===== config.mk =====
export PLATFORM = sky130hd
export DESIGN_NAME = gat_conv1
export DESIGN_NICKNAME = d
export VERILOG_FILES = /design/src/gat_pkg.sv /design/src/gat_conv1.sv /design/src/gat_coef_fifo.sv /design/src/gat_dmvm.sv /design/src/gat_spmm.sv
export VERILOG_INCLUDE_DIRS = /design/src
export SDC_FILE = /design/constraint.sdc
export NUM_CORES = 2
export LEC_CHECK = 0
export BUFFER_PORTS_ARGS = -buffer_cell sky130_fd_sc_hd__buf_4
export CAP_MARGIN = 20
export CORE_MARGIN = 5
export CORE_UTILIZATION = 60
export DETAILED_ROUTE_END_ITERATION = 16
export GPL_ROUTABILITY_DRIVEN = 0
export GPL_TIMING_DRIVEN = 1
export HOLD_SLACK_MARGIN = 0.06
export PLACE_DENSITY_LB_ADDON = 0.3
export SETUP_SLACK_MARGIN = 0.02
export SLEW_MARGIN = 30
export SYNTH_ARGS = -nofsm -noshare
export SYNTH_HDL_FRONTEND = slang
export SYNTH_SLANG_ARGS = --single-unit

===== constraint.sdc =====
create_clock -name clk -period 14.1 [get_ports clk]
set_input_delay 1.41 -clock clk [delete_from_list [all_inputs] [get_ports clk]]
set_output_delay 1.41 -clock clk [all_outputs]
set_load 0.005 [all_outputs]

===== src/gat_params.svh =====
`ifndef GAT_PARAMS_SVH
`define GAT_PARAMS_SVH

// Feature dimensions
`define GAT_NUM_FEAT_IN   16
`define GAT_NUM_FEAT_OUT  4

// Datapath widths
`define GAT_DATA_W        8
`define GAT_COL_W         4
`define GAT_ACC_W         20
`define GAT_WH_W          12
`define GAT_SCORE_W       24

// Fixed-point scaling
`define GAT_WH_SHIFT      4
`define GAT_COEF_SHIFT    6
`define GAT_LEAKY_SHIFT   3

// Coefficient queue
`define GAT_COEF_DEPTH    8
`define GAT_COEF_SPACE    4

`endif

===== src/gat_pkg.sv =====
`default_nettype none

`include "gat_params.svh"

package gat_pkg;

  typedef logic signed [`GAT_DATA_W-1:0] data_t;
  typedef logic signed [`GAT_WH_W-1:0]   wh_elem_t;

  // One sparse entry of the H stream
  typedef struct packed {
    data_t                 val;
    logic [`GAT_COL_W-1:0] col;
    logic                  last;
    logic                  tgt;
  } h_entry_t;

  typedef data_t [`GAT_NUM_FEAT_OUT-1:0] wgt_row_t;

  typedef struct packed {
    wh_elem_t [`GAT_NUM_FEAT_OUT-1:0] feat;
    logic                             tgt;
  } wh_t;

  // Self half first, neighbour half second
  typedef struct packed {
    data_t [`GAT_NUM_FEAT_OUT-1:0] a_self;
    data_t [`GAT_NUM_FEAT_OUT-1:0] a_neigh;
  } att_vec_t;

  typedef logic signed [`GAT_DATA_W-1:0] coef_t;

endpackage

`default_nettype wire


===== src/gat_conv1.sv =====
`default_nettype none

`include "gat_params.svh"

module gat_conv1 import gat_pkg::*; (
  input  logic                  clk,
  input  logic                  rst_n,
  input  h_entry_t              h_entry_i,
  input  logic                  h_vld_i,
  output logic                  h_rdy_o,
  input  logic                  wgt_we_i,
  input  logic [`GAT_COL_W-1:0] wgt_addr_i,
  input  wgt_row_t              wgt_row_i,
  input  att_vec_t              att_i,
  output coef_t                 coef_o,
  output logic                  coef_empty_o,
  input  logic                  coef_rd_i
);

  wh_t   wh_data;
  logic  wh_vld;
  coef_t coef_din;
  logic  coef_wr;

  gat_spmm u_spmm (
    .clk        (clk),
    .rst_n      (rst_n),
    .h_entry_i  (h_entry_i),
    .h_vld_i    (h_vld_i),
    .h_rdy_i    (h_rdy_o),
    .wgt_we_i   (wgt_we_i),
    .wgt_addr_i (wgt_addr_i),
    .wgt_row_i  (wgt_row_i),
    .wh_o       (wh_data),
    .wh_vld_o   (wh_vld)
  );

  gat_dmvm u_dmvm (
    .clk        (clk),
    .rst_n      (rst_n),
    .wh_i       (wh_data),
    .wh_vld_i   (wh_vld),
    .att_i      (att_i),
    .coef_o     (coef_din),
    .coef_vld_o (coef_wr)
  );

  // Free space in the queue throttles the input stream
  gat_coef_fifo u_coef_fifo (
    .clk        (clk),
    .rst_n      (rst_n),
    .din_i      (coef_din),
    .wr_i       (coef_wr),
    .rd_i       (coef_rd_i),
    .dout_o     (coef_o),
    .empty_o    (coef_empty_o),
    .space_ok_o (h_rdy_o)
  );

endmodule

`default_nettype wire


===== src/gat_coef_fifo.sv =====
`default_nettype none

`include "gat_params.svh"

module gat_coef_fifo import gat_pkg::*; (
  input  logic  clk,
  input  logic  rst_n,
  input  coef_t din_i,
  input  logic  wr_i,
  input  logic  rd_i,
  output coef_t dout_o,
  output logic  empty_o,
  output logic  space_ok_o
);

  localparam int PTR_W = $clog2(`GAT_COEF_DEPTH);
  localparam int CNT_W = PTR_W + 1;

  coef_t            mem [`GAT_COEF_DEPTH];
  logic [PTR_W-1:0] wr_ptr;
  logic [PTR_W-1:0] rd_ptr;
  logic [CNT_W-1:0] count;
  logic             full;
  logic             do_wr;
  logic             do_rd;

  assign full       = (count == CNT_W'(`GAT_COEF_DEPTH));
  assign empty_o    = (count == '0);
  assign space_ok_o = (CNT_W'(`GAT_COEF_DEPTH) - count) >= CNT_W'(`GAT_COEF_SPACE);
  assign do_wr      = wr_i && !full;
  assign do_rd      = rd_i && !empty_o;

  // Head is always visible
  assign dout_o = mem[rd_ptr];

  always_ff @(posedge clk) begin
    if (do_wr) begin
      mem[wr_ptr] <= din_i;
    end
  end

  // Pointers wrap naturally, depth is a power of two
  always_ff @(posedge clk or negedge rst_n) begin
    if (!rst_n) begin
      wr_ptr <= '0;
      rd_ptr <= '0;
      count  <= '0;
    end else begin
      if (do_wr) wr_ptr <= wr_ptr + 1'b1;
      if (do_rd) rd_ptr <= rd_ptr + 1'b1;
      case ({do_wr, do_rd})
        2'b10:   count <= count + 1'b1;
        2'b01:   count <= count - 1'b1;
        default: count <= count;
      endcase
    end
  end

  a_no_write_full : assert property (@(posedge clk) disable iff (!rst_n) wr_i |-> !full)
    else $error("gat_coef_fifo: write while full");

  a_no_read_empty : assert property (@(posedge clk) disable iff (!rst_n) rd_i |-> !empty_o)
    else $error("gat_coef_fifo: read while empty");

endmodule

`default_nettype wire


===== src/gat_dmvm.sv =====
`default_nettype none

`include "gat_params.svh"

module gat_dmvm import gat_pkg::*; (
  input  logic     clk,
  input  logic     rst_n,
  input  wh_t      wh_i,
  input  logic     wh_vld_i,
  input  att_vec_t att_i,
  output coef_t    coef_o,
  output logic     coef_vld_o
);

  logic signed [`GAT_SCORE_W-1:0] dot_self;
  logic signed [`GAT_SCORE_W-1:0] dot_neigh;
  logic signed [`GAT_SCORE_W-1:0] s1_self_q;
  logic signed [`GAT_SCORE_W-1:0] s1_neigh_q;
  logic                           s1_tgt_q;
  logic                           s1_vld;
  logic signed [`GAT_SCORE_W-1:0] tgt_score_q;
  logic signed [`GAT_SCORE_W-1:0] tgt_sel;
  logic signed [`GAT_SCORE_W-1:0] raw;
  logic signed [`GAT_SCORE_W-1:0] leaky;
  logic signed [`GAT_SCORE_W-1:0] scaled;

  // Both dot products against the incoming Wh
  always_comb begin
    dot_self  = '0;
    dot_neigh = '0;
    for (int f = 0; f < `GAT_NUM_FEAT_OUT; f++) begin
      dot_self  = dot_self + att_i.a_self[f] * wh_i.feat[f];
      dot_neigh = dot_neigh + att_i.a_neigh[f] * wh_i.feat[f];
    end
  end

  // Stage 1
  always_ff @(posedge clk) begin
    if (wh_vld_i) begin
      s1_self_q  <= dot_self;
      s1_neigh_q <= dot_neigh;
      s1_tgt_q   <= wh_i.tgt;
    end
  end

  // A target row uses its own self score
  assign tgt_sel = s1_tgt_q ? s1_self_q : tgt_score_q;
  assign raw     = tgt_sel + s1_neigh_q;
  assign leaky   = raw[`GAT_SCORE_W-1] ? (raw >>> `GAT_LEAKY_SHIFT) : raw;
  assign scaled  = leaky >>> `GAT_COEF_SHIFT;

  always_ff @(posedge clk or negedge rst_n) begin
    if (!rst_n) begin
      s1_vld      <= 1'b0;
      coef_vld_o  <= 1'b0;
      tgt_score_q <= '0;
    end else begin
      s1_vld     <= wh_vld_i;
      coef_vld_o <= s1_vld;
      if (s1_vld && s1_tgt_q) begin
        tgt_score_q <= s1_self_q;
      end
    end
  end

  // Stage 2, wraps to 8 bits
  always_ff @(posedge clk) begin
    if (s1_vld) begin
      coef_o <= scaled[`GAT_DATA_W-1:0];
    end
  end

endmodule

`default_nettype wire


===== src/gat_spmm.sv =====
`default_nettype none

`include "gat_params.svh"

module gat_spmm import gat_pkg::*; (
  input  logic                  clk,
  input  logic                  rst_n,
  input  h_entry_t              h_entry_i,
  input  logic                  h_vld_i,
  input  logic                  h_rdy_i,
  input  logic                  wgt_we_i,
  input  logic [`GAT_COL_W-1:0] wgt_addr_i,
  input  wgt_row_t              wgt_row_i,
  output wh_t                   wh_o,
  output logic                  wh_vld_o
);

  localparam int PROD_W = 2 * `GAT_DATA_W;

  wgt_row_t                     wgt_mem [`GAT_NUM_FEAT_IN];
  wgt_row_t                     wgt_sel;
  logic signed [PROD_W-1:0]     prod    [`GAT_NUM_FEAT_OUT];
  logic signed [`GAT_ACC_W-1:0] acc_q   [`GAT_NUM_FEAT_OUT];
  logic signed [`GAT_ACC_W-1:0] acc_nxt [`GAT_NUM_FEAT_OUT];
  logic                         accept;
  logic                         row_end;
  logic                         in_row;
  logic                         row_tgt;

  assign accept  = h_vld_i && h_rdy_i;
  assign row_end = accept && h_entry_i.last;
  assign wgt_sel = wgt_mem[h_entry_i.col];

  // Weight array, loaded row by row between node rows
  always_ff @(posedge clk or negedge rst_n) begin
    if (!rst_n) begin
      for (int i = 0; i < `GAT_NUM_FEAT_IN; i++) begin
        wgt_mem[i] <= '0;
      end
    end else if (wgt_we_i) begin
      wgt_mem[wgt_addr_i] <= wgt_row_i;
    end
  end

  // Scale the selected weight row by the entry value
  always_comb begin
    for (int f = 0; f < `GAT_NUM_FEAT_OUT; f++) begin
      prod[f]    = h_entry_i.val * wgt_sel[f];
      acc_nxt[f] = acc_q[f] + prod[f];
    end
  end

  always_ff @(posedge clk or negedge rst_n) begin
    if (!rst_n) begin
      for (int f = 0; f < `GAT_NUM_FEAT_OUT; f++) begin
        acc_q[f] <= '0;
      end
      in_row   <= 1'b0;
      row_tgt  <= 1'b0;
      wh_vld_o <= 1'b0;
    end else begin
      wh_vld_o <= row_end;
      if (accept) begin
        in_row  <= !h_entry_i.last;
        row_tgt <= h_entry_i.last ? 1'b0 : (row_tgt || h_entry_i.tgt);
        for (int f = 0; f < `GAT_NUM_FEAT_OUT; f++) begin
          acc_q[f] <= h_entry_i.last ? '0 : acc_nxt[f];
        end
      end
    end
  end

  // Wh takes bits 15:4 of the finished row sum
  always_ff @(posedge clk) begin
    if (row_end) begin
      for (int f = 0; f < `GAT_NUM_FEAT_OUT; f++) begin
        wh_o.feat[f] <= acc_nxt[f][`GAT_WH_SHIFT +: `GAT_WH_W];
      end
      wh_o.tgt <= row_tgt || h_entry_i.tgt;
    end
  end

  // Weights must stay put while a row accumulates
  a_no_wgt_write_in_row : assert property (
    @(posedge clk) disable iff (!rst_n) !(wgt_we_i && in_row)
  ) else $error("gat_spmm: weight write while a row is in progress");

endmodule

`default_nettype wire


==> Word-level counts from Yosys, hierarchy flattened <==
Memories as Yosys holds them, arrays and structs flattened.
Cells that the tools add are included.
{ "classes": {"bitwise": 2, "mux": 16, "eq_ne": 3, "reduce_logical": 11, "order_cmp": 4, "mul": 12, "addsub": 16} }
{ "ops": {"columns": ["op", "count"], "rows": [
  ["$bwmux W512", 1],
  ["$add A24 B24 Y24", 7],
  ["$mul A8 B12 Y20", 8],
  ["$bmux W32 S4", 1],
  ["$demux W32 S4", 1],
  ["$mux W32", 3],
  ["$add A20 B16 Y20", 4],
  ["$mux W20", 4],
  ["$mul A8 B8 Y16", 4],
  ["$mux W24", 1],
  ["$mux W14", 1],
  ["$ge A5 B5 Y1 const B", 2],
  ["$not A4 Y5", 2],
  ["$pmux W4 S2", 1],
  ["$add A3 B1 Y3 const B", 2],
  ["$logic_and A1 B1 Y1", 6],
  ["$lt A5 B1 Y1 const B", 1],
  ["$add A4 B1 Y4 const B", 1],
  ["$eq A4 B4 Y1 const B", 1],
  ["$ge A4 B3 Y1 const B", 1],
  ["$logic_not A4 Y1", 1],
  ["$sub A4 B1 Y4 const B", 1],
  ["$sub A4 B4 Y4 const A", 1],
  ["$mux W1", 3],
  ["5 further kinds", 6]
]} }
{ "word_totals": {"in_bits": 119, "mem_count": 1, "register_bits": 736, "output_inout_bits": 10, "elab_cells": 150, "ram_bits": 64} }
{ "mem_list": {"columns": ["name", "depth", "word_bits", "read_ports", "rd_clocked_by_memory_dff", "write_ports", "line", "source"], "rows": [
  ["u_coef_fifo.mem", 8, 8, 1, 0, 1, "gat_coef_fifo.sv:19", "coef_t mem [`GAT_COEF_DEPTH];"]
]} }

==> Depth between registers and ports, before layout <==
{ "logic_depth": {"depth_word": 7, "ltp_mapped": 31, "mapped_depth_nobuf": 30} }

==> By module <==
From an unflattened synthesis, not the netlist that was laid out.
{ "hier_totals": {"hier_cells": 6404, "hier_area_um2": 75403.6} }
{ "modules_own_cells": {"columns": ["module", "seq_area_each_um2", "cells_per_inst", "area_per_inst_um2", "instances"], "rows": [
  ["gat_spmm", 15935.3, 2872, 38673.3, 1],
  ["gat_dmvm", 2277.2, 3369, 33577.2, 1],
  ["gat_coef_fifo", 2172.1, 163, 3153.0, 1]
]} }

==> Worst setup path after synthesis <==
Ideal clock, no wire load.
{ "synth_path": {"path_kind": "input-to-reg", "startpoint": "input att_i[10] in the netlist's numbering", "endpoint": "register u_dmvm.s1_neigh_q[21] (data pin)", "stages": 27, "n_path_buf": 1, "setup_slack_ns": 5.987, "setup_time_ns": 0.265, "required_time_ns": 13.835, "arrival_ns": 7.847, "cell_sequence": "clkbuf_1 and2_1 fa_1 inv_1 fa_1 inv_1 fa_1 fa_1 ha_1 and2_1 a311oi_1 inv_1 a21oi_1 xnor2_1 fa_1 inv_1 fa_1 inv_1 ha_1 a21o_1 a21o_1 or3_1 o211ai_1 a21oi_1 o41ai_2 nand4b_1 nand4_1"} }
{ "synth_via": {"elab_chain_cells": 4} }
{ "synth_rtl": {"columns": ["item", "line", "source"], "rows": [
  ["start, declared", "gat_conv1.sv:14", "input att_vec_t att_i,"],
  ["$mul A8 B12 Y20", "gat_dmvm.sv:33", "dot_neigh = dot_neigh + att_i.a_neigh[f] * wh_i.feat[f];"],
  ["$add A24 B24 Y24 (3 in series)", "gat_dmvm.sv:33", null],
  ["net u_dmvm.dot_neigh[21]", "gat_dmvm.sv:16", "logic signed [`GAT_SCORE_W-1:0] dot_neigh;"],
  ["end signal, assigned", "gat_dmvm.sv:41", "s1_neigh_q <= dot_neigh;"],
  ["end, declared", "gat_dmvm.sv:18", "logic signed [`GAT_SCORE_W-1:0] s1_neigh_q;"]
]} }
The timed path passes the listed nets, and every way through them passes these cells.
A chain may end at the register's enable or synchronous reset.

==> Final worst setup path <==
{ "layout_path": {"startpoint": "input att_i[31] in the netlist's numbering", "endpoint": "register u_dmvm.s1_neigh_q[21] (data pin)"} }
{ "layout_via": {"elab_chain_cells": 2} }
{ "layout_rtl": {"columns": ["item", "line"], "rows": [
  ["$mul A8 B12 Y20", "gat_dmvm.sv:33"],
  ["$add A24 B24 Y24", "gat_dmvm.sv:33"],
  ["net u_dmvm.dot_neigh[21]", "gat_dmvm.sv:16"]
]} }
The timed path passes the listed nets, and every way through them passes these cells.

==> implementation parameters <==
Parameter                              Value

Status
  Result of the run ... completed

Drt
  Total met3 wirelength after detailed routing ... 9590 um
  Antenna Violating Nets Remaining ... 0
  Detailed Route WL ... between 150000 and 200000 um
  DRT Pass-1 Iters ... 7
  Uppermost signal routing layer after detailed routing ... met5
  Met2 routed wirelength ... around 90000 um
  DRC violation count after routing ... 0
  WL/cell ... about 20 um
  M1 WL ... 71400 um
  Routed vias ... around 49000
  Drt first-iter violations ... 2826
  Vias/cell ... 5.62

Yosys
  Nets in the synthesized netlist ... about 8600
  Post-synthesis instance area ... 77100 sq um
  Synthesized instance count ... approximately 7000
  EDFF count, synth ... 170
  Seq/Total Area, Yosys ... about a quarter
  Mapped Avg Cell Area ... 11.1 sq um
  Flop and latch count out of synthesis ... between 700 and 800
  Number of distinct library cells after synthesis ... slightly above 70
  Most used DFF post-synth ... sky130_fd_sc_hd__dfrtp_1
  Async set or reset register ratio after synthesis ... between 70 and 80%
  Number of warnings printed during yosys synthesis ... 0

Clock network
  Post-CTS Hold Fix Bufs ... 0
  Skew-Pair Late Insertion Delay ... roughly 0.7 ns
  Master cell of the clock root buffer ... sky130_fd_sc_hd__clkbuf_16
  # H-tree levels ... 3
  Maximum buffer depth of the clock tree ... 3
  Clock tree sinks ... about 800
  Clock-pin transition on the worst setup and hold timing paths ... ~0.06 ns
  Post-CTS Repair Setup Buffers ... 0
  Clock buffers created by TritonCTS ... between 80 and 90
  Quantity of gates resized following cts ... 0
  TritonCTS clock tree ... yes

Finish
  Post-layout net count ... ~8600
  Fin cells ... 8683
  Layout cells sized above 1 ... 15.7%
  Leading cell types in the layout, fill and taps excluded ... 1371 x sky130_fd_sc_hd__inv_1, 999 x sky130_fd_sc_hd__fa_1, 612 x sky130_fd_sc_hd__dfrtp_1
  Commonest non-fill, non-tap cell in the layout ... sky130_fd_sc_hd__inv_1
  Layout Area Growth over Synthesis ... 6.97%
  Fill cells ... between 9000 and 10000

Critical path
  Critical path class ... input port to flop
  Highest net fanout along the worst path ... 10
  Arrival time reported for the critical path endpoint ... roughly 8.5 ns
  Startpoint type of the worst setup path ... input port
  Delay contributed by the slowest stage of the critical path ... a little over 0.6 ns
  Required time at the worst-slack endpoint ... 14.49 ns
  Worst R2R Setup Slack ... between 6 and 7 ns
  CP Capture Type ... flop
  Critical-path cell with the highest stage delay ... sky130_fd_sc_hd__fa_1

Floorplanning
  Area of the core region ... approximately 130000 sq um
  Die W ... 369 um
  Number of I/O pins ... between 100 and 150
  Initial cell density of the core ... slightly above 60%
  Height of the die ... between 300 and 400 um
  Cell Rows ... about 130
  Die area ... roughly 140000 sq um

STA
  Shortest period the worst path allows ... between 8 and 9 ns
  Worst Skew ... between 0.06 and 0.07 ns
  Final slew viol count ... 0
  Maximum operating frequency ... between 0.1 and 0.15 GHz
  Number of setup violations in the final report ... 0
  Worst slew margin relative to its limit ... 40.2%
  Final count of hold timing violations ... 0
  Post-route clock period utilization ... 57.6%
  Actual slew at the worst max-slew pin ... roughly 0.9 ns
  Setup_tns ... 0 ns
  RSZ-0062 raised after global routing ... false

Global route
  First-pass GRT wire length ... just under 300000 um
  Number of antenna violations at the first check in global routing ... 16
  Global route total overflow ... 0
  Largest net degree at the start of global routing ... 181
  GRT Resource Usage Total ... 26.7%
  Via count of the first global-routing pass ... between 50000 and 60000

Run
  Max-cap violation count ... 0

Place
  Number of cells in the design after placement ... ~8500
  HPWL reported at the end of detailed placement ... between 100000 and 150000 um
  Total of buffers placed on input and output ports ... between 100 and 150

Min path
  Worst hold-check path type ... flop to flop
[layout make-up]
type	instances	area [sq um]	area share (%)
sequential	784	20500	24.8
timing repair buffer	162	1290	1.57
multi-input combinational	4533	50500	61.2
inverter	1378	5170	6.27
clock buffer	121	2460	2.98
antenna	12	30.0	0.0364
clock inverter	31	470	0.570
tap	1662	2080	2.52
[flip-flops by register name, summed over array words and instances, names as in the netlist, 3 cells and up]
register            flops
u_coef_fifo.mem        64
u_coef_fifo.rd_ptr      3
u_dmvm.coef_o           8
u_spmm.acc_q           64
u_spmm.wh_o            49
u_dmvm.s1_self_q       24
u_coef_fifo.count       4
u_dmvm.s1_neigh_q      24
u_coef_fifo.wr_ptr      3
u_spmm.wgt_mem        512
u_dmvm.tgt_score_q     24
[final timing paths]
path                            cells past startpoint        startpoint                    end
worst max-delay path                               27         att_i[31]  u_dmvm.s1_neigh_q[21]
max in group asynchronous                           5             rst_n    u_spmm.wgt_mem[125]
worst min-delay path                                2  u_spmm.acc_q[42]       u_spmm.acc_q[42]
worst min register to register                      2  u_spmm.acc_q[42]       u_spmm.acc_q[42]
worst max register to register                     25   u_spmm.wh_o[18]  u_dmvm.s1_neigh_q[20]
min in group asynchronous                           1             rst_n  u_coef_fifo.rd_ptr[2]
[cells by family after synthesis]
| logic type | count (synthesis) | share of synthesized area [%] |
|---|---|---|
| flip-flops | 784 | 26.5 |
| XOR/XNOR | 279 | 3.19 |
| AND/OR/NAND/NOR | 1508 | 10.1 |
| buffers and inverters | 1659 | 8.09 |
| adder cells (fa/ha/maj) | 1514 | 34.3 |
| AO/OA/AOI/OAI | 474 | 4.17 |
| multiplexers | 758 | 13.6 |
[metal layers]
metal | track usage (%) | up-vias
met3 | 3.95 | 288
met4 | 9.09 | 6
met5 | 0 | -
met2 | 46.0 | 1207
met1 | 34.9 | 25203
li1 | - | 22111
[cell usage after synthesis (6+ instances only)]
master                     instances  share of area [%]
sky130_fd_sc_hd__o21ai_0         100               0.65
sky130_fd_sc_hd__clkbuf_1        234                1.1
sky130_fd_sc_hd__and3_1           23               0.19
sky130_fd_sc_hd__fa_1            999                 26
sky130_fd_sc_hd__dfrtp_1         614                 20
sky130_fd_sc_hd__clkinv_1          7              0.034
sky130_fd_sc_hd__xnor2_1         232                2.6
sky130_fd_sc_hd__a21o_1           49               0.48
sky130_fd_sc_hd__a31o_2            7              0.079
sky130_fd_sc_hd__a211oi_1         17               0.17
sky130_fd_sc_hd__inv_1          1371                6.7
sky130_fd_sc_hd__xor2_1           46               0.52
sky130_fd_sc_hd__buf_2             8              0.052
sky130_fd_sc_hd__o21a_1           25               0.24
sky130_fd_sc_hd__nand4_1           6              0.049
sky130_fd_sc_hd__or3_1            21               0.17
sky130_fd_sc_hd__mux2_2          575                8.4
sky130_fd_sc_hd__and2_1          594                4.8
sky130_fd_sc_hd__a31oi_1          13               0.11
sky130_fd_sc_hd__nor2_1          167               0.81
sky130_fd_sc_hd__nand2_1         464                2.3
sky130_fd_sc_hd__edfxtp_1        170                6.6
sky130_fd_sc_hd__nand2b_1         89               0.72
sky130_fd_sc_hd__nor3_1           47               0.31
sky130_fd_sc_hd__mux2i_1           7              0.091
sky130_fd_sc_hd__mux4_2          176                5.1
sky130_fd_sc_hd__ha_1            515                8.4
sky130_fd_sc_hd__or2_2            12              0.097
sky130_fd_sc_hd__nand3_1          37               0.24
sky130_fd_sc_hd__a21oi_1         123               0.80
sky130_fd_sc_hd__o211ai_1          7              0.068
sky130_fd_sc_hd__a22o_1           30               0.34
sky130_fd_sc_hd__buf_1            38               0.18
sky130_fd_sc_hd__o41ai_1          15               0.17
sky130_fd_sc_hd__o21bai_1         12               0.12
sky130_fd_sc_hd__o31ai_1          14               0.14
sky130_fd_sc_hd__nor2b_1          27               0.22
sky130_fd_sc_hd__a21boi_0          8              0.078
[metrics by stage]
step | hold WS (ns) | setup WS [ns] | util (%) | cell area, sq um
after global placement | 0.462 | 5.43 | 62.3 | 79500
final | 0.478 | 5.98 | 64.6 | 82500
after detailed placement | 0.465 | 5.27 | 62.3 | 79500
after global routing | 0.510 | 5.47 | 64.6 | 82500
after floorplan | 0.400 | 5.99 | - | 77100
after CTS | 0.485 | 5.96 | 64.6 | 82400
[worst max-delay path, delay by kind of cell]
| family | cells | cell delay (ns) |
|---|---|---|
| buf+inv | 8 | 0.81 |
| xor+xnor | 1 | 0.48 |
| simple gates | 3 | 0.58 |
| fa+ha+maj | 8 | 3.64 |
| compound gates | 7 | 1.59 |
Power is not shown: default switching activity piles up to over one toggle a cycle in this logic, so the estimate is an artifact.
